<file path="src/rtl/datapath_pkg.sv">
package datapath_pkg;

    localparam int XLEN       = 32;
    localparam int DMEM_WORDS = 64;
    localparam int DMEM_AW    = $clog2(DMEM_WORDS);

    // one quotient bit per step
    localparam int DIV_STEPS  = XLEN;

endpackage

</file>
<file path="src/rtl/dcache_ram.sv">
module dcache_ram (
    input  logic                                clk,
    input  logic                                mem_rd,
    input  logic                                mem_wr,
    input  logic [datapath_pkg::DMEM_AW-1:0]    mem_addr,
    input  logic [datapath_pkg::XLEN-1:0]       mem_wdata,
    output logic [datapath_pkg::XLEN-1:0]       mem_rdata,
    output logic                                mem_rdy
);
    import datapath_pkg::*;

    logic [XLEN-1:0] mem [DMEM_WORDS];

    always_ff @(posedge clk) begin
        if (mem_wr)
            mem[mem_addr] <= mem_wdata;
        mem_rdata <= mem[mem_addr];  // old data on a write
        mem_rdy   <= mem_rd | mem_wr;
    end

endmodule

</file>
<file path="config.mk">
export PLATFORM = sky130hd
export DESIGN_NAME = dcache_ram
export DESIGN_NICKNAME = d
export VERILOG_FILES = /design/src/rtl/datapath_pkg.sv /design/src/rtl/dcache_ram.sv
export SDC_FILE = /design/constraint.sdc
export NUM_CORES = 2
export LEC_CHECK = 0
export BUFFER_PORTS_ARGS = -buffer_cell sky130_fd_sc_hd__clkbuf_2
export CAP_MARGIN = 20
export CORE_AREA = 5 5 436 395
export DETAILED_ROUTE_END_ITERATION = 8
export DIE_AREA = 0 0 441 400
export PLACE_DENSITY = 0.7
export SLEW_MARGIN = 20
export SYNTH_ARGS = -nofsm -noshare
export SYNTH_HDL_FRONTEND = slang
export SYNTH_SLANG_ARGS = --single-unit
</file>
<file path="constraint.sdc">
create_clock -name clk -period 3.38 [get_ports clk]
set_clock_uncertainty 0.2 [all_clocks]
set_input_delay 0.169 -clock clk [delete_from_list [all_inputs] [get_ports clk]]
set_output_delay 0.169 -clock clk [all_outputs]
set_load 0.1 [all_outputs]
</file>
Word-level counts from Yosys, hierarchy flattened
Memories as Yosys holds them, arrays and structs flattened. A register that Yosys moved wholly into a read port is not among the register bits.
Index checks and enable logic that the tools add are counted.
Cells by class
  multiplexer cells: 2
  bitwise gates (word level): 1
Operators by type and width (count)
  $mux W1: 2
  $or A1 B1 Y1: 1
Storage, ports and cells
  output and inout port bits: 33
  logic and storage cells: 5
  bits in registers: 1
  input bits: 41
  memories: 1
  bits in writable memories: 2048
Memories
  mem: depth 64, width 32, read ports 1, clocked after memory_dff 1, write ports 1, RTL line dcache_ram.sv:12  | logic [XLEN-1:0] mem [DMEM_WORDS];

Logic depth before layout (Yosys ltp)
  word-level depth: 2
  depth in mapped cells: 12

Worst setup path before layout
OpenSTA, ideal clock, no wires.
  path type: input port to flip-flop
  start point: input mem_addr[2] in the netlist's numbering
  end point: memory mem[11][0], enable pin
  library setup time: 0.421 ns
  data arrival time: 2.976 ns
  data required time: 2.759 ns
  stages: 10
  setup slack: -0.217 ns
  path through: buf_6 > buf_6 > buf_6 > buf_6 > buf_2 > buf_2 > buf_2 > nor2b_1 > nand2_1 > nor2_1
RTL lines
  start: declaration: RTL line dcache_ram.sv:5  | input logic [datapath_pkg::DMEM_AW-1:0] mem_addr,
  end: declaration: RTL line dcache_ram.sv:12
No word-level cell before the write port.

==> results_dict.tcl <==
set metrics [dict create \
    outcome "completed" \
    drc_errors 0 \
    ys_top_cells_by_count "edfxtp_1 (2,048), a221oi_1 (313), a22oi_1 (277)" \
    min_path_type "primary input to register" \
    synth_top_area_share_pct 78.7 \
    routabilityCongestion 0.896 \
    htree_num_levels 4 \
    clockRootBuffer "clkbuf_16" \
    die_h_um 400 \
    rows 143 \
    antenna_found_initial 12 \
    finalCritPeriodShare_pct 98.3 \
    synth-edff-count 2048 \
    power.leakage_nw 28.4 \
    via_count 44700 \
    p_per_area_mw_per_mm2 588 \
    synth_nets 4268 \
    first_pass_iters 8 \
    crit_path_max_fanout 28 \
    drv_cap 0 \
    synthArstFlopShare_pct 0 \
    rsz0062_at_grt "no" \
    finalMaxSlewViolations 0 \
    postPlaceCellArea_sq_mm 0.0838 \
    hold_viol 0 \
    grt_usage_pct 24.0 \
    ys_ff_latch 2081 \
    slew_headroom_pct 22.8 \
    peakVddDrop_mv 0.439 \
    gr-total-overflow 0 \
    reg2reg_slack_ps 490 \
    via_per_inst 6.46 \
    use_met1_pct 33.1 \
    dpl.hpwl_mm 129 \
    r2r_start "mem[29][27]" \
    max_stage_delay_ps 580 \
    yosys.cell_types.count 54 \
    cts_setup_buffers 0 \
    die_x_um 441 \
    min_period_ps 3320 \
    use_met3_pct 5.99 \
    yosys_warnings 0 \
    grt_busiest_layer "met2" \
    wl_per_cell_um 31.0 \
    cts_tree "done" \
    synth.cell_area_sq_mm 0.0782 \
    synthFlopType "edfxtp_1" \
    syn_avg_cell_area_sq_um 18.5 \
    drt-total-wl_mm 214 \
    core_sq_mm 0.167 \
    critPathRequiredTime_ps 3870 \
    setup_violations 0 \
    whs_path_depth 1 \
    synth_seq_area_share_pct 79.5 \
    slowest_stage "dlygate4sd3_1" \
    reg2reg_depth 7 \
    path_cells "dlygate4sd3_1, buf_8, buf_12, buf_4, mux2_2, a221oi_1, a21oi_1, a21oi_1, o22ai_1, or4_1, dlygate4sd3_1" \
    cts_made_buffers 184 \
    cp-start-kind "primary input" \
    dieArea_sq_mm 0.176 \
    drive_gt1_share_pct 19.7 \
    synthTopCellsByArea "edfxtp_1 (79%), a221oi_1 (3.5%), a22oi_1 (2.7%), mux4_2 (2.5%), mux2i_1 (2.1%)" \
    synth_cells 4227 \
    crit_buf_inv 5 \
    worst-setup-path-type "primary input to register" \
    max_freq_mhz 301 \
    clock_path_buffers 3 \
    cpLargestDelayFamily "buffers and inverters" \
    post-route-cell-area_sq_mm 0.0901 \
    finalNetCount 4557 \
    endpoint_kind "register" \
    cts.sinks 2081 \
    hold_start "mem_wdata[28]" \
    final_antenna_net_count 0 \
    met2_usage_pct 37.2 \
    r2r-end "mem_rdata[27]" \
    cts.clk_slew.worst_paths_ps 70 \
    drtIter0Drc 6637 \
    start_util_pct 46.7 \
    portBuffers 73 \
    arrival_ps 3810 \
    area_growth_pct 15.3 \
    yosysMostFrequentCell "edfxtp_1" \
    grt_pass1_wl_mm 309 \
    grt_pass1_vias 43800 \
    tightestPinTransition_ps 1150 \
    worst_skew_pair.late_latency_ps 810 \
    synth_top_area_cell "edfxtp_1" \
    final_util_pct 53.8 \
    num_io_pins 74 \
    min_to "mem[46][28]" \
    grt_max_degree 65 \
]
state kept, by name (all words and copies together) (netlist names):
register / count
mem_rdata: 32
mem_rdy: 1
mem: 2048
worst register-to-register path: stages (launching register included):
cell and delay, ps:
edfxtp_1 370, mux2_2 280, a221oi_1 240, a21oi_1 70, a21oi_1 290, o22ai_1 180, or4_1 570, dlygate4sd3_1 580
cell type report:
cell class                      count  area [sq um]
Multi-Input combinational cell   1827         15200
Clock inverter                    106          1000
Tap cell                         2247          2810
Antenna cell                        8          20.0
Inverter                            3          13.8
Fill cell                       12900         77400
Clock buffer                      232          4930
Timing Repair Buffer              419          3950
Sequential cell                  2081         62200
cell families after synthesis:
family | Yosys count | synth area share (%)
AO/OA/AOI/OAI | 1153 | 10.8
flip-flops | 2081 | 79.5
multiplexers | 347 | 6.01
AND/OR/NAND/NOR | 327 | 1.82
buffers and inverters | 319 | 1.80
power by group:
part	internal (mW)	switching, mW	total [mW]
logic	0.952	2.48	3.44
clock network	11.7	9.14	20.8
registers	28.6	0.116	28.7
layer usage:
layer / wire [um] / vias up / share of wire, %
met2: 99000 / 2968 / 46
met5: 26 / - / 0.012
met1: 81200 / 23000 / 38
met4: 8670 / 4 / 4.0
met3: 25400 / 427 / 12
li1: - / 18400 / -
cell usage in the layout, fill, tap and decap left out, types with 14 or more instances in the layout:
master / instances
clkinv_1: 43
a21o_1: 14
nor2_1: 109
clkbuf_1: 37
o211ai_1: 41
buf_4: 247
a31oi_1: 18
mux2i_1: 164
a221oi_1: 312
clkinv_2: 32
dfxtp_1: 33
a21oi_1: 121
mux2_2: 93
clkbuf_16: 187
nor2_4: 67
o21ai_0: 112
a221o_1: 28
nand2_1: 73
buf_12: 69
mux4_2: 88
or4_1: 14
o22ai_1: 117
edfxtp_1: 2048
o221ai_1: 19
clkbuf_2: 59
a22oi_1: 277
a222oi_1: 15
nor3_1: 16
a211o_1: 16
a211oi_1: 15
bufinv_16: 18
dlygate4sd3_1: 30
how the worst max path moves through the flow:
stage | startpoint | end | slack [ps] | depth (start not counted)
after detailed placement | mem_addr[1] | mem_rdata[16] | -80 | 10
after floorplan | mem_addr[2] | mem[11][0] | -220 | 10
after CTS | mem_addr[1] | mem_rdata[27] | 90 | 9
final | mem_addr[2] | mem_rdata[27] | 60 | 11
after global placement | mem_addr[1] | mem_rdata[16] | -70 | 10
after global routing | mem_addr[3] | mem_rdata[27] | 8 | 10
per-stage QoR:
| stage | std cells | setup slack [ps] | hold WS (ps) | total power [mW] | TNS (ps) |
|---|---|---|---|---|---|
| floorplan | 4227 | -217 | 67.9 | 31.0 | -348890 |
| global placement | 6547 | -74.5 | 152 | 32.5 | -75.4 |
| detailed placement | 6547 | -78.1 | 157 | 32.6 | -168 |
| CTS | 6907 | 86.1 | 5.14 | 53.1 | 0 |
| global route | 6917 | 8.27 | 44.4 | 54.4 | 0 |
| finish | 6923 | 56.0 | 42.4 | 53.0 | 0 |
what timing repair did:
item,CTS,global route
endpoints found under the hold margin,497,393
hold buffers,22,8
gates resized for setup,0,3
endpoints found under the setup margin,0,1
Note: power is estimated with default switching activity, not from simulation.
