$ cat src/rtl/datapath_pkg.sv
package datapath_pkg;

    localparam int XLEN       = 32;
    localparam int DMEM_WORDS = 64;
    localparam int DMEM_AW    = $clog2(DMEM_WORDS);

    // one quotient bit per step
    localparam int DIV_STEPS  = XLEN;

endpackage

$ cat src/rtl/divider.sv
module divider (
    input  logic                             clk,
    input  logic                             aresetn,
    input  logic                             div_start,
    input  logic [datapath_pkg::XLEN-1:0]    dividend,
    input  logic [datapath_pkg::XLEN-1:0]    divisor,
    output logic [datapath_pkg::XLEN-1:0]    quotient,
    output logic [datapath_pkg::XLEN-1:0]    remainder,
    output logic                             div_ready
);
    import datapath_pkg::*;

    logic [$clog2(DIV_STEPS+1)-1:0] count;
    logic [XLEN-1:0]                dsr;
    logic [XLEN:0]                  partial;
    logic [XLEN:0]                  diff;

    // quotient doubles as the dividend shift register
    assign partial = {remainder, quotient[XLEN-1]};
    assign diff    = partial - {1'b0, dsr};

    always_ff @(posedge clk) begin
        if (!aresetn) begin
            count     <= '0;
            div_ready <= 1'b0;
        end else begin
            div_ready <= 1'b0;
            if (div_start) begin
                if (divisor == '0)
                    div_ready <= 1'b1;  // zero divisor, answer at once
                else
                    count <= $bits(count)'(DIV_STEPS);
            end else if (count != '0) begin
                count <= count - 1'b1;
                if (count == 1)
                    div_ready <= 1'b1;
            end
        end
    end

    always_ff @(posedge clk) begin
        if (div_start) begin
            dsr       <= divisor;
            quotient  <= (divisor == '0) ? '1 : dividend;
            remainder <= (divisor == '0) ? dividend : '0;
        end else if (count != '0) begin
            // restore when the trial subtract goes negative
            quotient  <= {quotient[XLEN-2:0], ~diff[XLEN]};
            remainder <= diff[XLEN] ? partial[XLEN-1:0] : diff[XLEN-1:0];
        end
    end

endmodule

$ cat config.mk
export PLATFORM = sky130hd
export DESIGN_NAME = divider
export DESIGN_NICKNAME = d
export VERILOG_FILES = /design/src/rtl/datapath_pkg.sv /design/src/rtl/divider.sv
export SDC_FILE = /design/constraint.sdc
export NUM_CORES = 1
export LEC_CHECK = 0
export BUFFER_PORTS_ARGS = -buffer_cell sky130_fd_sc_hd__buf_2
export CORE_MARGIN = 8
export CORE_UTILIZATION = 50
export DETAILED_ROUTE_END_ITERATION = 12
export GPL_TIMING_DRIVEN = 0
export PLACE_DENSITY = 0.74
export REMOVE_ABC_BUFFERS = 1
export SLEW_MARGIN = 5
export SYNTH_ARGS = -nofsm -noshare
export SYNTH_HDL_FRONTEND = slang
export SYNTH_SLANG_ARGS = --single-unit
$ cat constraint.sdc
create_clock -name clk -period 3.4 [get_ports clk]
set_input_delay 0.17 -clock clk [delete_from_list [all_inputs] [get_ports clk]]
set_output_delay 0.17 -clock clk [all_outputs]
set_load 0.02 [all_outputs]
# Word-level counts from Yosys, hierarchy flattened
# Index checks and enable logic that the tools add are counted.
[word_totals]
out_inout_bits = 65
inputBits = 67
word_cells = 28
reg_bits = 103
[classes]
n_addsub = 2
n_bitwise = 1
n_eq_ne = 2
reduce_logical = 4
muxes = 14
[ops]
columns = ["cell", "n"]
rows = [
  ["$mux W32", 7],
  ["$sub A33 B32 Y33", 1],
  ["$logic_not A32 Y1", 1],
  ["$mux W6", 3],
  ["$eq A6 B1 Y1 const B", 1],
  ["$reduce_bool A6 Y1", 1],
  ["$sub A6 B1 Y6 const B", 1],
  ["$mux W1", 4],
  ["$ne A2 B2 Y1 const B", 1],
  ["$reduce_and A2 Y1", 1],
  ["$reduce_bool A2 Y1", 1],
  ["$not A1 Y1", 1],
]

# Depth between registers and ports, before layout
# Gate-level depths: netlist of the first run.
[depth]
depth_word = 4
depth_mapped = 12
mapped_depth_nobuf = 11

# Worst setup path before layout of the first run
# No wires, ideal clock.
[synth_timing]
path_type = "register to register"
start = "register count[3]"
end = "register count[4]"
setup_slack_ps = 302
synth_period_minus_slack_ps = 3098
path_stages_with_launch = 8
arrival_time_ps = 2983
n_path_buf = 0
setup_ps = 115
path_cell_list = "dfxtp_1 -> nor4_1 -> nor2b_1 -> nand2_1 -> and3_1 -> nor3b_1 -> xnor2_1 -> nor2_1"
[synth_via]
elab_chain_len = 3
elab_cells_between_ends = 6
[synth_lines]
columns = ["element", "line", "rtl"]
rows = [
  ["start, declared", "divider.sv:13", "logic [$clog2(DIV_STEPS+1)-1:0] count;"],
  ["start signal, assigned", "divider.sv:32", "count <= $bits(count)'(DIV_STEPS);"],
  ["start signal, assigned", "divider.sv:34", "count <= count - 1'b1;"],
  ["$sub A6 B1 Y6 / $reduce_bool A6 Y1 (equally long branches)", "divider.sv:34, divider.sv:33", ""],
  ["$mux W6 / $reduce_bool A2 Y1 (equally long branches)", "--", ""],
  ["$mux W6 / $reduce_and A2 Y1 (equally long branches)", "--", ""],
]
# Parallel ways exist; a longest one is shown, timed or not. The select of a mux whose other input is x is not followed.
# A chain may end at the register's enable or synchronous reset.

# Worst setup path in the final report of the first run
[layout_timing]
start = "register quotient[31] in the netlist's numbering"
end = "register remainder[6] in the netlist's numbering, data pin"
[layout_via]
elab_chain_len = 4
[layout_lines]
columns = ["element", "line", "rtl"]
rows = [
  ["start, declared", "divider.sv:7", "output logic [datapath_pkg::XLEN-1:0] quotient,"],
  ["start signal, assigned", "divider.sv:44", "quotient <= (divisor == '0) ? '1 : dividend;"],
  ["start signal, assigned", "divider.sv:48", "quotient <= {quotient[XLEN-2:0], ~diff[XLEN]};"],
  ["$sub A33 B32 Y33", "divider.sv:20", "assign diff = partial - {1'b0, dsr};"],
  ["$mux W32", "divider.sv:49", "remainder <= diff[XLEN] ? partial[XLEN-1:0] : diff[XLEN-1:0];"],
  ["$mux W32", "divider.sv:46", "end else if (count != '0) begin"],
  ["$mux W32", "divider.sv:42", "if (div_start) begin"],
  ["end signal, assigned", "divider.sv:45", "remainder <= (divisor == '0) ? dividend : '0;"],
  ["end signal, assigned", "divider.sv:49", ""],
  ["end, declared", "divider.sv:8", "output logic [datapath_pkg::XLEN-1:0] remainder,"],
]
# Every way passes these cells. The select of a mux whose other input is x is not followed.

==> flow_summary_export.csv, run 1 <==
group,metric,value,unit
finish,drive_gt1_share,21.1,%
sta,tightest_slew,0.712,ns
critical_path,cp-end-kind,"register",
finish,final_common_cell,"buf_2",
min_path,holdCritPathClass,"in -> reg",
critical_path,worstSetupStartpointType,"register",
logic_synthesis,synthDistinctLibCells,70,
global_route,grt_antenna_before_repair,0,
critical_path,critPathSlowestCell,"fa_1",
sta,min_period,3.26,ns
logic_synthesis,ys_async_sr_fraction,0,%
clock_tree,cts.sinks,103,
clock_tree,clk_latency,0.36,ns
logic_synthesis,synth_edf_count,96,
logic_synthesis,ys_ff_latch,103,
die,ios,132,
die,start_util,50.5,%
die,chipHeight,131,um
detailed_routing,route.vias.total,5760,
placement,port_buffers,131,
logic_synthesis,synth_cells,687,
power,p_leak,0.00340,uW
critical_path,path_delay_family,"compound AO/OA/AOI/OAI gates",
critical_path,crit_arrival,3.37,ns
clock_tree,clk_pin_slew,0.07,ns
sta,skew,0.00695,ns
detailed_routing,wl_per_cell,18.3,um
global_route,grt_pass1_wl,28.5,mm
global_route,grt_max_degree,78,
placement,dp_hpwl,13.6,mm
finish,final_cell_mix,"buf_2 (130), edfxtp_1 (96), nor2_1 (93)",
logic_synthesis,netlist_top_cells_area,"edfxtp_1 (44%), ha_1 (6.4%), nor2_1 (5.3%)",
detailed_routing,drtPass1Iterations,7,
critical_path,cp_max_fo,19,
detailed_routing,wirelength,18.3,mm
finish,antennaDiodeCount,0,
global_route,grt_use_total,21.3,%
power,power.density,828,nW/um2
global_route,grt_pass1_vias,5622,
sta,hold_viol,0,
detailed_routing,ant_nets,0,
die,die_area,17200,um2
sta,slew_headroom,52.3,%
flow_run,cap_violations,0,
sta,fmax,307,MHz
placement,gp_congestion,0.921,
critical_path,criticalPathCategory,"reg -> reg",
detailed_routing,drtIter0Drc,401,
finish,areaGrowthSynthToFinish,21.4,%
critical_path,slowest_delay,0.40,ns
power,vdd_drop_max,0.000404,V
finish,utilization,61.4,%
sta,setup_violations,0,
logic_synthesis,syn_area_per_cell,9.63,um2
logic_synthesis,yosys.area.top_type_share,43.6,%
sta,rsz0062_at_grt,"no",
critical_path,critPathBufInv,2,
logic_synthesis,synthFlopType,"edfxtp_1",
global_route,grt_overflow,0,
logic_synthesis,synth_top_cell_by_area,"edfxtp_1",
critical_path,cp.required,3.51,ns
finish,nets,923,
logic_synthesis,synth_warnings,0,
clock_tree,cts_tree,"done",
detailed_routing,via_per_inst,5.75,
die,core,13100,um2
clock_tree,clockBufferDepth,2,
critical_path,crit_chain,"inv_1, ha_1, fa_1, nand2b_1, a21oi_4, o21ai_1, o21ai_4, a31oi_4, xnor2_4, buf_16, nor3b_1, a221o_1",
logic_synthesis,seq_area_frac_synth,45.7,%
die,die_w,131,um
clock_tree,root_buffer,"clkbuf_16",
die,num_rows,42,
logic_synthesis,netlist_area,6610,um2
detailed_routing,drc_errors,0,
clock_tree,htree_levels,3,
sta,slew_violations,0,
finish,fillCellCount,1119,
sta,fin_crit_sh,95.8,%
sta,finalSetupTns,0,ns
status,status,"finished clean",
clock_tree,cts_buffers,9,
what timing repair did:
item | CTS | global route
cloned | 0 | 0
resized for setup | 3 | 2
endpoints found under the setup margin | 33 | 19
pin swaps | 2 | 2
setup buffers | 6 | 1
hold buffers | 14 | 3
hold endpoints to repair | 14 | 3
through the flow:
stage | std cells | setup WS [ns] | hold WS [ns] | total power (uW) | area (um2)
after floorplan | 650 | -0.234 | 0.269 | 4420 | 6440
after global placement | 957 | -2.67 | 0.363 | 5250 | 7320
after detailed placement | 962 | -0.535 | 0.366 | 5440 | 7470
after CTS | 998 | 0.0668 | 0.000914 | 6640 | 7980
after global routing | 1002 | 0.00755 | 0.000356 | 7070 | 8030
final | 1002 | 0.144 | 0.00899 | 6650 | 8030
state kept, by name, indices dropped and copies added (netlist names):
register / cells
dsr: 32
quotient: 32
remainder: 32
count: 6
div_ready: 1
where the power goes:
part | switching (uW) | internal (uW) | leakage, uW
clock | 487 | 506 | 0.000136
sequential | 227 | 1810 | 0.00105
combinational | 2120 | 1500 | 0.00221
total | 2830 | 3820 | 0.00340
path summary, 6_finish.rpt:
check / startpoint / to / slack [ns] / depth (start not counted)
worst min-delay path: divisor[24] / dsr[24] / 0.009 / 1
worst max register to register: quotient[31] / remainder[6] / 0.14 / 12
worst max-delay path: quotient[31] / remainder[6] / 0.14 / 12
worst min register to register: count[1] / count[1] / 0.56 / 2
area by class of cell:
class                      count  area, um2  share of cell area (%)
clock buffer                   9        225                    2.80
inverter                      47        176                    2.20
tap                          176        220                    2.74
timing repair buffer         160       1020                    12.7
clock inverter                 7       57.6                   0.717
sequential                   103       3020                    37.6
multi-input combinational    500       3310                    41.2
synth_stat cells (12+ instances only):
cell / count
a21oi_1: 62
clkbuf_1: 22
mux2i_1: 15
nor2_1: 94
nand3_1: 18
inv_1: 46
o21ai_0: 13
nand2_1: 43
edfxtp_1: 96
o21ai_1: 20
ha_1: 34
buf_2: 12
xnor2_1: 23
logic make-up after synthesis:
family                     after synthesis  synth area share (%)
xor gates and xnor gates                29                  4.07
adders and majority gates               35                  6.74
muxes                                   16                  2.44
buffers and inverters                   84                  5.22
and+or+nand+nor                        234                  17.0
DFF                                    103                  45.7
AOI/OAI and AO/OA                      186                  18.8
layer usage:
layer  vias to the layer above  track usage [%]  part of all wire, %
li1                       2817                -                    -
met1                      2756             27.9                   44
met2                       171             35.0                   48
met3                        16             4.71                  6.1
met4                         0             5.47                  1.0
met5                         -                0                    0
(Power assumes the default switching activity.)
==> inputs of run 2 (changes only) <==
- BUFFER_PORTS_ARGS: -buffer_cell sky130_fd_sc_hd__buf_2 -> -buffer_cell sky130_fd_sc_hd__buf_4
- CORE_ASPECT_RATIO: unset -> 0.8
==> flow_summary_export.csv, run 2 (synthesis gave the netlist of run 1 again) <==
group,metric,value,unit
critical_path,crit_start,"remainder[9]",
global_route,grt_antenna_before_repair,0,
detailed_routing,drtIter0Drc,475,
power,power_frac_seq,29.7,%
finish,final_common_cell,"buf_4",
sta,min_period,3.21,ns
critical_path,slowest_delay,0.44,ns
clock_tree,clk_latency,0.37,ns
die,die_area,17200,um2
sta,slew_headroom,24.6,%
sta,skew,0.0109,ns
placement,dp_hpwl,13.9,mm
clock_tree,cts_buffers,9,
critical_path,cp_max_fo,7,
die,ios,132,
global_route,grt_max_degree,152,
finish,top_regs,"dsr (32), quotient (32), remainder (32)",
global_route,grt_pass1_wl,31.3,mm
critical_path,crit_arrival,3.32,ns
finish,nets,937,
power,p_leak,0.00357,uW
placement,placed_cell_area,7780,um2
clock_tree,root_buffer,"clkbuf_16",
die,chipHeight,119,um
placement,gp_congestion,0.882,
power,vdd_drop_max,0.000405,V
detailed_routing,drtPass1Iterations,5,
flow_run,cap_violations,0,
power,swShare,42.2,%
critical_path,cp.required,3.50,ns
finish,drive_gt1_share,21.1,%
critical_path,critPathSlowestCell,"edfxtp_1",
sta,rsz0062_at_grt,"no",
min_path,holdCritPathClass,"in -> reg",
sta,hold_viol,0,
sta,fmax,311,MHz
critical_path,criticalPathCategory,"reg -> reg",
detailed_routing,wl_per_cell,19.0,um
placement,port_buffers,131,
finish,fin_area,8510,um2
clock_tree,cts_tree,"done",
status,status,"finished clean",
power,comb_power_share,54.7,%
min_path,min_from,"aresetn",
finish,stdcell_count,1015,
critical_path,crit_chain,"ha_1, a21o_1, a31oi_2, o21ai_1, a311oi_2, nand2_1, a311o_1, xnor2_1, o21ai_1",
clock_tree,htree_levels,3,
power,p_total,6910,uW
sta,tightest_slew,1.13,ns
sta,setup_violations,0,
finish,fillCellCount,1041,
placement,dpl.cell_count,961,
critical_path,r2r_start,"remainder[9]",
die,die_w,145,um
die,start_util,51.4,%
detailed_routing,drc_errors,0,
power,power.density,812,nW/um2
sta,slew_violations,0,
global_route,grt_use_total,23.1,%
critical_path,crit_top_cell,"o21ai_1",
power,p_sw,2920,uW
global_route,grt_overflow,0,
clock_tree,cts.sinks,103,
detailed_routing,route.vias.total,5912,
finish,final_cell_mix,"buf_4 (135), edfxtp_1 (96), nor2_1 (93)",
die,core,12900,um2
detailed_routing,via_per_inst,5.82,
clock_tree,clk_pin_slew,0.08,ns
global_route,grt_pass1_vias,5903,
sta,fin_crit_sh,94.5,%
finish,areaGrowthSynthToFinish,28.8,%
critical_path,worstSetupStartpointType,"register",
detailed_routing,ant_nets,0,
die,num_rows,37,
power,internal_power,4000,uW
power,clock_power_share,15.6,%
detailed_routing,wirelength,19.3,mm
finish,antennaDiodeCount,0,
clock_tree,clockBufferDepth,2,
critical_path,cp-end-kind,"register",
## run 2: changes by cell type in the layout (fill, tap and decap cells not counted), sizes merged
| cell | before | now |
|---|---|---|
| clkbuf | 9 | 10 |
| inv | 48 | 50 |
| buf | 143 | 142 |
| clkinv | 5 | 3 |
| dlygate4sd3 | 17 | 32 |
| clkinvlp | 1 | 0 |
## run 2: per-stage QoR
stage	setup WS, ns	utilization (%)	setup TNS (ns)	hold slack [ns]
3_3_place_gp	-1.77	59.4	-119.34	0.359
5_1_grt	0.0177	66.2	0	0.0469
2_1_floorplan	-0.234	-	-4.93	0.269
4_1_cts	0.0440	65.9	0	0.0449
6_report	0.187	66.2	0	0.0637
3_5_place_dp	-0.498	60.4	-9.52	0.360
## run 2: cell type report
type | count | area, um2 | area share, %
multi-input combinational | 500 | 3320 | 39.0
sequential | 103 | 3020 | 35.5
timing repair buffer | 174 | 1460 | 17.2
clock buffer | 10 | 250 | 2.94
tap | 175 | 219 | 2.57
inverter | 47 | 176 | 2.07
clock inverter | 6 | 58.8 | 0.691
## run 2: power groups by stage
stage / sequential (uW) / combinational [uW] / clock (uW)
2_1_floorplan: 2320 / 2090 / 0
3_3_place_gp: 2070 / 3380 / 0
3_5_place_dp: 2070 / 3540 / 0
4_1_cts: 2050 / 3730 / 1110
5_1_grt: 2090 / 4120 / 1140
6_report: 2050 / 3780 / 1080
## run 2: routing by layer
layer	vias to the layer above	share of wire (%)	GRT usage [%]
met3	17	7.2	5.39
met1	2850	45	31.6
li1	2848	-	-
met5	-	0	0
met4	0	1.7	7.66
met2	197	46	35.3
## run 2: final timing paths
path              depth (start not counted)             to  slack [ns]
setup reg to reg                          9  remainder[27]        0.19
setup / recovery                          9  remainder[27]        0.19
hold / removal                            2       count[0]        0.06
hold reg to reg                           2       count[1]        0.54
## run 2: repair_timing
item,4_1_cts,5_1_grt
pin swaps,1,1
gates resized for setup,3,5
endpoints found under the hold margin,32,0
setup endpoints to repair,33,25
setup buffers,5,1
hold buffers,32,0
## run 2: worst max-delay path: cells and delay by family, from the launching register on
| kind | cells | cell delay (ns) |
|---|---|---|
| xor+xnor | 1 | 0.14 |
| flops | 1 | 0.44 |
| compound gates | 6 | 1.72 |
| simple gates | 1 | 0.23 |
| fa+ha+maj | 1 | 0.43 |
