--- config.mk ---
export PLATFORM = sky130hd
export DESIGN_NAME = ex2_wb
export DESIGN_NICKNAME = d
export VERILOG_FILES = /design/src/rtl/datapath_pkg.sv /design/src/rtl/isa_pkg.sv /design/src/rtl/ex2_wb.sv
export SDC_FILE = /design/constraint.sdc
export NUM_CORES = 1
export LEC_CHECK = 0
export BUFFER_PORTS_ARGS = -buffer_cell sky130_fd_sc_hd__buf_2
export CELL_PAD_IN_SITES_DETAIL_PLACEMENT = 1
export CELL_PAD_IN_SITES_GLOBAL_PLACEMENT = 1
export CORE_MARGIN = 3
export CORE_UTILIZATION = 39
export CTS_CLUSTER_SIZE = 30
export DETAILED_ROUTE_END_ITERATION = 8
export PLACE_DENSITY_LB_ADDON = 0.1
export SYNTH_ARGS = -nofsm -noshare
export SYNTH_HDL_FRONTEND = slang
export SYNTH_SLANG_ARGS = --single-unit
--- constraint.sdc ---
create_clock -name clk -period 7.45 [get_ports clk]
set_input_delay 1.49 -clock clk [delete_from_list [all_inputs] [get_ports clk]]
set_output_delay 1.49 -clock clk [all_outputs]
set_load 0.02 [all_outputs]
--- src/rtl/datapath_pkg.sv ---
package datapath_pkg;

    localparam int XLEN       = 32;
    localparam int DMEM_WORDS = 64;
    localparam int DMEM_AW    = $clog2(DMEM_WORDS);

    // one quotient bit per step
    localparam int DIV_STEPS  = XLEN;

endpackage

--- src/rtl/isa_pkg.sv ---
package isa_pkg;

    localparam int REG_W = 5;

    // bit 3 marks the long-latency ops, bit 2 the memory ops
    typedef enum logic [3:0] {
        NOP  = 4'b0000,
        ADD  = 4'b0001,
        SUB  = 4'b0010,
        AND  = 4'b0011,
        OR   = 4'b0100,
        XOR  = 4'b0101,
        SLT  = 4'b0110,
        ADDI = 4'b0111,
        DIV  = 4'b1000,
        REM  = 4'b1001,
        LD   = 4'b1100,
        ST   = 4'b1110
    } uop_e;

    localparam int LONG_BIT = 3;  // div, rem, ld, st
    localparam int MEM_BIT  = 2;  // ld, st
    localparam int COND_REM = 0;  // remainder within the divide pair
    localparam int COND_ST  = 1;  // store within the memory pair

    function automatic logic is_writer(uop_e op);
        return !(op == NOP || op == ST);
    endfunction

endpackage

--- src/rtl/ex2_wb.sv ---
module ex2_wb (
    input  logic                             clk,
    input  logic                             aresetn,
    input  logic                             bundle_valid,
    input  logic [datapath_pkg::XLEN-1:0]    pc0_in,
    input  logic [datapath_pkg::XLEN-1:0]    pc1_in,
    input  isa_pkg::uop_e                    uop0,
    input  isa_pkg::uop_e                    uop1,
    input  logic [isa_pkg::REG_W-1:0]        rd0_in,
    input  logic [isa_pkg::REG_W-1:0]        rd1_in,
    input  logic [datapath_pkg::XLEN-1:0]    alu_result0,
    input  logic [datapath_pkg::XLEN-1:0]    alu_result1,
    input  logic                             result0_valid,
    input  logic                             result1_valid,
    input  logic [datapath_pkg::XLEN-1:0]    quotient,
    input  logic [datapath_pkg::XLEN-1:0]    remainder,
    input  logic                             div_ready,
    input  logic [datapath_pkg::XLEN-1:0]    dcache_data,
    input  logic                             dcache_ready,
    output logic                             bundle_done,
    output logic                             wb_valid,
    output logic [datapath_pkg::XLEN-1:0]    wb_pc0,
    output logic [datapath_pkg::XLEN-1:0]    wb_pc1,
    output logic                             wb_we0,
    output logic                             wb_we1,
    output logic [isa_pkg::REG_W-1:0]        wb_rd0,
    output logic [isa_pkg::REG_W-1:0]        wb_rd1,
    output logic [datapath_pkg::XLEN-1:0]    wb_data0,
    output logic [datapath_pkg::XLEN-1:0]    wb_data1
);
    import isa_pkg::*;
    import datapath_pkg::*;

    logic            done0, done1;
    logic            hit0, hit1;
    logic            all_done;
    logic [XLEN-1:0] data0_q, data1_q;

    // completion strobe the lane is waiting for
    function automatic logic lane_event(uop_e op, logic alu_v);
        if (!op[LONG_BIT])
            return alu_v;
        return op[MEM_BIT] ? dcache_ready : div_ready;
    endfunction

    function automatic logic [XLEN-1:0] lane_data(uop_e op, logic [XLEN-1:0] alu);
        if (!op[LONG_BIT])
            return alu;
        if (op[MEM_BIT])
            return dcache_data;
        return op[COND_REM] ? remainder : quotient;
    endfunction

    assign hit0     = bundle_valid & ~done0 & lane_event(uop0, result0_valid);
    assign hit1     = bundle_valid & ~done1 & lane_event(uop1, result1_valid);
    assign all_done = done0 & done1;
    assign wb_valid = bundle_done;  // one pulse per bundle

    always_ff @(posedge clk) begin
        if (!aresetn) begin
            done0       <= 1'b0;
            done1       <= 1'b0;
            bundle_done <= 1'b0;
            wb_we0      <= 1'b0;
            wb_we1      <= 1'b0;
        end else begin
            bundle_done <= all_done;
            wb_we0      <= all_done & is_writer(uop0);
            wb_we1      <= all_done & is_writer(uop1);
            if (all_done) begin
                done0 <= 1'b0;
                done1 <= 1'b0;
            end else begin
                if (hit0)
                    done0 <= 1'b1;
                if (hit1)
                    done1 <= 1'b1;
            end
        end
    end

    // early lanes park their data here
    always_ff @(posedge clk) begin
        if (hit0)
            data0_q <= lane_data(uop0, alu_result0);
        if (hit1)
            data1_q <= lane_data(uop1, alu_result1);
        if (all_done) begin
            wb_pc0   <= pc0_in;
            wb_pc1   <= pc1_in;
            wb_rd0   <= rd0_in;
            wb_rd1   <= rd1_in;
            wb_data0 <= data0_q;
            wb_data1 <= data1_q;
        end
    end

endmodule

* Yosys cells after proc, flatten, opt, wreduce, memory -nomap -nowiden
Index checks and enable logic that the tools add are counted.
Word-level totals: register bits after elaboration 207
Operators by class: eq/ne operators 2, muxes and demuxes 24, bitwise gates (word level) 10, reductions and logical operators 7
Operator list (count):
- 32-bit 2-to-1 mux | 10
- 1-bit 2-to-1 mux | 14
- 4-bit equality test (second input constant) | 2
- 4-bit logical NOT | 2
- 1-bit AND | 7
- 1-bit NOT | 3
- 1-bit logical NOT | 2
- 1-bit logical OR | 2
- 2-bit OR reduction | 1

* Longest topological paths before layout
Gate-level depths: netlist (run 1).
depth after elaboration 8, gate-level depth with buffers 5, gate-level depth less buffers 3

* Worst setup path after synthesis (run 1)
OpenSTA, ideal clock, no wires.
path type input to register, start input port uop0[3], end register data0_q[0] (enable), arrival time 3880 ps, required time 6998 ps, setup slack 3118 ps, cell stages on the path 3, path buffers 1, cell sequence clkbuf_1 -> nor2_1 -> a2111oi_2
Between the ends: longest elaborated chain between the ends 2
Ends and longest elaborated chain:
- start, declared | line ex2_wb.sv:7 | input isa_pkg::uop_e uop0,
- 1-bit 2-to-1 mux | line ex2_wb.sv:43 | return op[MEM_BIT] ? dcache_ready : div_ready;
- 1-bit AND | line ex2_wb.sv:54 | assign hit0 = bundle_valid & ~done0 & lane_event(uop0, result0_valid);
- via hit0 | line ex2_wb.sv:35 | logic hit0, hit1;
- end signal, assigned | line ex2_wb.sv:85 | data0_q <= lane_data(uop0, alu_result0);
- end, declared | line ex2_wb.sv:37 | logic [XLEN-1:0] data0_q, data1_q;
The timed path passes the listed nets, and every way through them passes these cells. A chain may end at the register's enable or synchronous reset.

* Worst setup path after layout (run 1)
start input port uop1[2], end register data1_q[3] (enable)
Between the ends: longest elaborated chain between the ends 3
Ends and longest elaborated chain:
- start, declared | line ex2_wb.sv:8 | input isa_pkg::uop_e uop1,
- 1-bit 2-to-1 mux (2 in series) | line ex2_wb.sv:43
- 1-bit AND | line ex2_wb.sv:55 | assign hit1 = bundle_valid & ~done1 & lane_event(uop1, result1_valid);
- via hit1 | line ex2_wb.sv:35
- end signal, assigned | line ex2_wb.sv:87 | data1_q <= lane_data(uop1, alu_result1);
- end, declared | line ex2_wb.sv:37
The timed path passes the listed nets, and every way through them passes these cells.

==> results of run 1 <==
## final cells by class
type	count	area (sq um)
fillers	2246	9820
clock buffers	32	619
flip-flops and latches	207	6170
diodes	2	5.00
repair buffers	396	2000
inverters	2	7.51
multi-input cells	276	2080
well taps	275	344
clock inverters	8	41.3
## sequential cells by signal, indices dropped and copies added, names as in the netlist
register     cells
bundle_done      1
data0_q         32
data1_q         32
done0            1
done1            1
wb_data0        32
wb_data1        32
wb_pc0          32
wb_pc1          32
wb_rd0           5
wb_rd1           5
wb_we0           1
wb_we1           1
## logic make-up (layout without fill, tap and decap cells)
kind of cell,after synthesis,after routing
flip-flops,207,207
multiplexers,130,130
AND/OR/NAND/NOR,76,76
AO/OA/AOI/OAI,70,70
buffers and inverters,33,438
other,0,2
## layer usage
layer | part of all wire, % | up-vias | global-route usage, %
met4 | 1.6 | 6 | 3.86
met3 | 7.4 | 34 | 5.31
met2 | 53 | 240 | 40.3
met5 | 0.16 | - | 0
met1 | 38 | 2864 | 25.0
li1 | - | 2737 | -
## report_power, final
group          switching (mW)  leakage (nW)  internal [mW]
clock                   0.425         0.327          0.578
combinational           0.140          2.50          0.118
sequential             0.0114          1.89           1.33
## cells in the mapped netlist
| master | n |
|---|---|
| nand2_1 | 65 |
| inv_1 | 2 |
| and2_1 | 1 |
| o21a_1 | 2 |
| buf_4 | 7 |
| buf_2 | 18 |
| o21ai_1 | 64 |
| mux2i_1 | 66 |
| a2111oi_2 | 2 |
| clkbuf_1 | 6 |
| a21oi_1 | 2 |
| nor2_1 | 4 |
| mux2_2 | 64 |
| nor2b_1 | 2 |
| nand3_1 | 2 |
| dfxtp_1 | 5 |
| edfxtp_1 | 202 |
| or3_1 | 2 |
## how the worst max path moves through the flow
stage,end,slack (ns),depth (start not counted)
finish,data1_q[3]$_DFFE_PP_,3.84,5
global route,data1_q[10]$_DFFE_PP_,3.60,5
CTS,data1_q[10]$_DFFE_PP_,3.83,5
detailed placement,data1_q[6]$_DFFE_PP_,3.30,5
global placement,data1_q[8]$_DFFE_PP_,3.44,5
floorplan,data0_q[0]$_DFFE_PP_,3.12,3
## stage by stage
| stage | util, % | hold slack (ns) |
|---|---|---|
| floorplan | - | 0.400 |
| finish | 53.4 | 0.416 |
| detailed placement | 50.3 | 0.406 |
| global placement | 50.3 | 0.401 |
| global route | 53.4 | 0.423 |
| CTS | 53.4 | 0.416 |
==> results.json, run 1 <==
{
  "max_stage_delay_ns": 0.95,
  "ys_seq_area_share_pct": 73.4,
  "rows": 53,
  "grt_overflow": 0,
  "finClkSkew_ns": 0.0128,
  "synth_top_family_by_area": "multiplexers",
  "cts_inserted_buffers": 23,
  "port_buffers": 390,
  "vias": 5881,
  "post-route-period-util_pct": 48.4,
  "synth_nets": 765,
  "numPlacedInstances": 1156,
  "syn_area_sq_um": 8400,
  "finalSetupViolCount": 0,
  "synth_area_leaders": "edfxtp_1 72%, mux2_2 8.6%, mux2i_1 7.9%, o21ai_1 3.8%, nand2_1 2.9%",
  "placed_area_sq_um": 10600,
  "worst_hold_startpoint": "data1_q[8]$_DFFE_PP_",
  "regToRegSetupSlack_ns": 4.90,
  "final_area_sq_um": 11300,
  "min_path_cells": 0,
  "synth.avg_cell_area_sq_um": 16.3,
  "layout-drive-gt1-share_pct": 53.5,
  "mostFrequentLayoutCells": "390 x buf_2, 202 x edfxtp_1, 66 x mux2i_1, 65 x nand2_1",
  "drt-initial-drc-count": 319,
  "design.core.area_sq_um": 21100,
  "critPathBufInv": 3,
  "drtAntennaViolNets": 0,
  "ff2ff_path_depth": 2,
  "drc": 0,
  "cpMostUsedCell": "buf_4",
  "cts.path.max_buffers": 3,
  "initial_core_util_pct": 39.8,
  "powerDensity_nw_per_um2": 231,
  "p_total_mw": 2.61,
  "crit_fanout": 67,
  "cts.sinks": 207,
  "ys_ff_latch": 207,
  "postCtsHoldBufs": 0,
  "die_height_um": 153,
  "hold_path_class": "reg2reg",
  "cts_repair_resize_count": 0,
  "final_cells": 1198,
  "yosysWarnings": 0,
  "cts_setup_buffers": 0,
  "synthMuxAreaShare_pct": 16.5,
  "cpMaxStageDelayCell": "a2111oi_4",
  "nets": 1155,
  "synth_top_area_cell": "edfxtp_1",
  "crit_arrival_ns": 3.77,
  "synth.top_cell.area_share_pct": 72.3,
  "cts_tree": "yes",
  "grt_max_degree": 80,
  "synth_compound_area_share_pct": 4.47,
  "ys_types": 18,
  "grt_pass1_wl_mm": 38.9,
  "hpwl_mm": 19.4,
  "io_pins": 391,
  "antenna_found_initial": 4,
  "synth-simple-area-share_pct": 3.58,
  "vias_per_cell": 4.91,
  "die-area_sq_um": 23300,
  "clock_latency_ns": 0.49,
  "fin_tns_setup_ns": 0,
  "grt_pass1_vias": 6451,
  "drv_slew": 0,
  "fin_crit_ns": 3.61,
  "syn_to_final_growth_pct": 34.2,
  "critPathTopFamily": "buffers and inverters",
  "clockRootBuffer": "clkbuf_16",
  "h-tree-depth": 1,
  "place_ws_ns": 3.30,
  "leakage_nw": 4.72,
  "grtUsageTotal_pct": 21.5,
  "crit_path_start": "uop1[2]",
  "r2r_end": "wb_data1[30]$_DFFE_PP_",
  "finalHoldViolations": 0,
  "wire_per_inst_um": 22.0,
  "criticalPathCategory": "in2reg",
  "dr.pass1.iters": 4,
  "die_width_um": 153,
  "layout_commonest_cell": "buf_2",
  "worst_pin_slew_ns": 1.17,
  "fmax_mhz": 277,
  "cp.required_ns": 7.61,
  "synthCells": 516,
  "rsz0062_at_grt": "no",
  "regToRegStartpoint": "done1$_SDFFE_PP0P_",
  "synth_xor_area_share_pct": 0,
  "status": "completed",
  "hold_end": "wb_data1[8]$_DFFE_PP_",
  "crit_chain": "buf_2 > buf_4 > mux2i_1 > a2111oi_4 > buf_4",
  "totalWireLength_mm": 26.3,
  "drv_cap": 0,
  "clk_pin_slew_ns": 0.06,
  "cp-start-kind": "input port",
  "setup_slack_ns": 3.84,
  "gp_congestion": 0.922,
  "end_kind": "register",
  "peakVddDrop_mv": 0.119,
  "synthAdderAreaFrac_pct": 0,
  "slew_headroom_pct": 22.2
}
(Power assumes the default switching activity.)
==> inputs of run 2 (changes only) <==
- CORE_UTILIZATION: 39 -> 33
- clock period: 7.45 -> 3 ns (I/O delays scaled with it)
==> run 2 against run 1 <==
Utilization down 6.7 points. Clock power rose to 2.8 times the previous value. Design area up 2.3%. Largest power group unchanged. Clock skew down 0.0036 ns. Largest cell class unchanged. Routed wire length up 0.43%. Total power rose to 2.6 times the previous value. Sequential share of layout area down 1.2 points. Via count up 0.43%. Cell count up 5.1%.
==> results.json, run 2 (synthesis gave the netlist of run 1 again) <==
{
  "crit_arrival_ns": 1.90,
  "register_area_sq_um": 6170,
  "drtAntennaViolNets": 0,
  "cts.sinks": 207,
  "fmax_mhz": 565,
  "cts_setup_buffers": 0,
  "clk_pin_slew_ns": 0.06,
  "holdWs_ns": 0.270,
  "slew_headroom_pct": 43.3,
  "die-area_sq_um": 27400,
  "clock_latency_ns": 0.50,
  "postCtsHoldBufs": 0,
  "powerDensity_nw_per_um2": 591,
  "peakVddDrop_mv": 0.344,
  "finalSetupViolCount": 0,
  "finalHoldViolations": 0,
  "worst_pin_slew_ns": 0.851,
  "clockRootBuffer": "clkbuf_16",
  "drv_cap": 0,
  "p_total_mw": 6.81,
  "cp.required_ns": 3.12,
  "syn_to_final_growth_pct": 37.3,
  "grt_overflow": 0,
  "hpwl_mm": 19.8,
  "die_width_um": 166,
  "mostFrequentLayoutCells": "390 x buf_2, 202 x edfxtp_1, 66 x mux2i_1, 65 x nand2_1",
  "dr.pass1.iters": 4,
  "grt_pass1_wl_mm": 36.9,
  "gp_congestion": 0.810,
  "grt_max_degree": 133,
  "hold_path_class": "in2reg",
  "rsz0062_at_grt": "no",
  "vias": 5906,
  "n_fill_cell": 2619,
  "drv_slew": 0,
  "grtUsageTotal_pct": 17.9,
  "h-tree-depth": 1,
  "die_height_um": 166,
  "drc": 0,
  "cts_repair_resize_count": 0,
  "drt-initial-drc-count": 334,
  "cts_tree": "yes",
  "finClkSkew_ns": 0.00929,
  "fin_crit_ns": 1.77,
  "criticalPathCategory": "reg2reg",
  "io_pins": 391,
  "post-route-period-util_pct": 59.0,
  "layout-drive-gt1-share_pct": 54.1,
  "multi_input_area_sq_um": 2080,
  "nets": 1162,
  "vias_per_cell": 4.69,
  "layout_commonest_cell": "buf_2",
  "status": "completed",
  "grt_pass1_vias": 6341,
  "port_buffers": 390,
  "initial_core_util_pct": 34.0,
  "totalWireLength_mm": 26.5,
  "end_kind": "register",
  "crit_fanout": 132,
  "rows": 57,
  "cts_inserted_buffers": 24,
  "leakage_nw": 4.81,
  "design.core.area_sq_um": 24700,
  "cp-start-kind": "register",
  "wire_per_inst_um": 21.0,
  "antenna_found_initial": 5,
  "cts.path.max_buffers": 3
}
## run 2: metrics by stage
| stage | setup TNS, ns | std cells | instance area, sq um | setup WS, ns | utilization [%] |
|---|---|---|---|---|---|
| after floorplan | -29.01 | 516 | 8400 | -0.442 | - |
| after global placement | 0 | 1211 | 10700 | 0.856 | 43.5 |
| after detailed placement | 0 | 1211 | 10700 | 0.805 | 43.5 |
| after CTS | 0 | 1255 | 11500 | 1.27 | 46.7 |
| after global routing | 0 | 1256 | 11500 | 1.17 | 46.7 |
| final | 0 | 1259 | 11500 | 1.23 | 46.7 |
## run 2: power breakdown
part	switching, mW	internal [mW]	leakage, nW
registers	0.0268	3.31	1.89
logic	0.348	0.301	2.54
clock network	1.11	1.72	0.384
## run 2: worst max-delay path, cell delays in order, from the launching register on
cell,delay [ns]
dfxtp_1,0.42
and2_4,0.28
buf_12,0.43
## run 2: final timing paths
path / start / to / slack [ns] / cells past startpoint
worst max-delay path: done1$_SDFFE_PP0P_ / wb_data1[3]$_DFFE_PP_ / 1.23 / 2
worst min-delay path: pc0_in[18] / wb_pc0[18]$_DFFE_PP_ / 0.27 / 1
worst min register to register: data1_q[29]$_DFFE_PP_ / wb_data1[29]$_DFFE_PP_ / 0.42 / 0
worst max register to register: done1$_SDFFE_PP0P_ / wb_data1[3]$_DFFE_PP_ / 1.23 / 2
## run 2: layout make-up
| type | count | share of cell area (%) |
|---|---|---|
| antenna | 4 | 0.0869 |
| clock inverter | 13 | 0.988 |
| clock buffer | 31 | 5.71 |
| inverter | 2 | 0.0651 |
| timing repair buffer | 402 | 18.0 |
| multi-input combinational | 276 | 18.1 |
| sequential | 207 | 53.5 |
| tap | 324 | 3.52 |
## run 2: layer usage
metal | track usage (%) | vias up | wire (um)
met2 | 32.6 | 260 | 13600
met4 | 4.69 | 8 | 529
met1 | 20.1 | 2842 | 9630
met5 | 0 | - | 55
li1 | - | 2752 | -
met3 | 6.04 | 44 | 2640
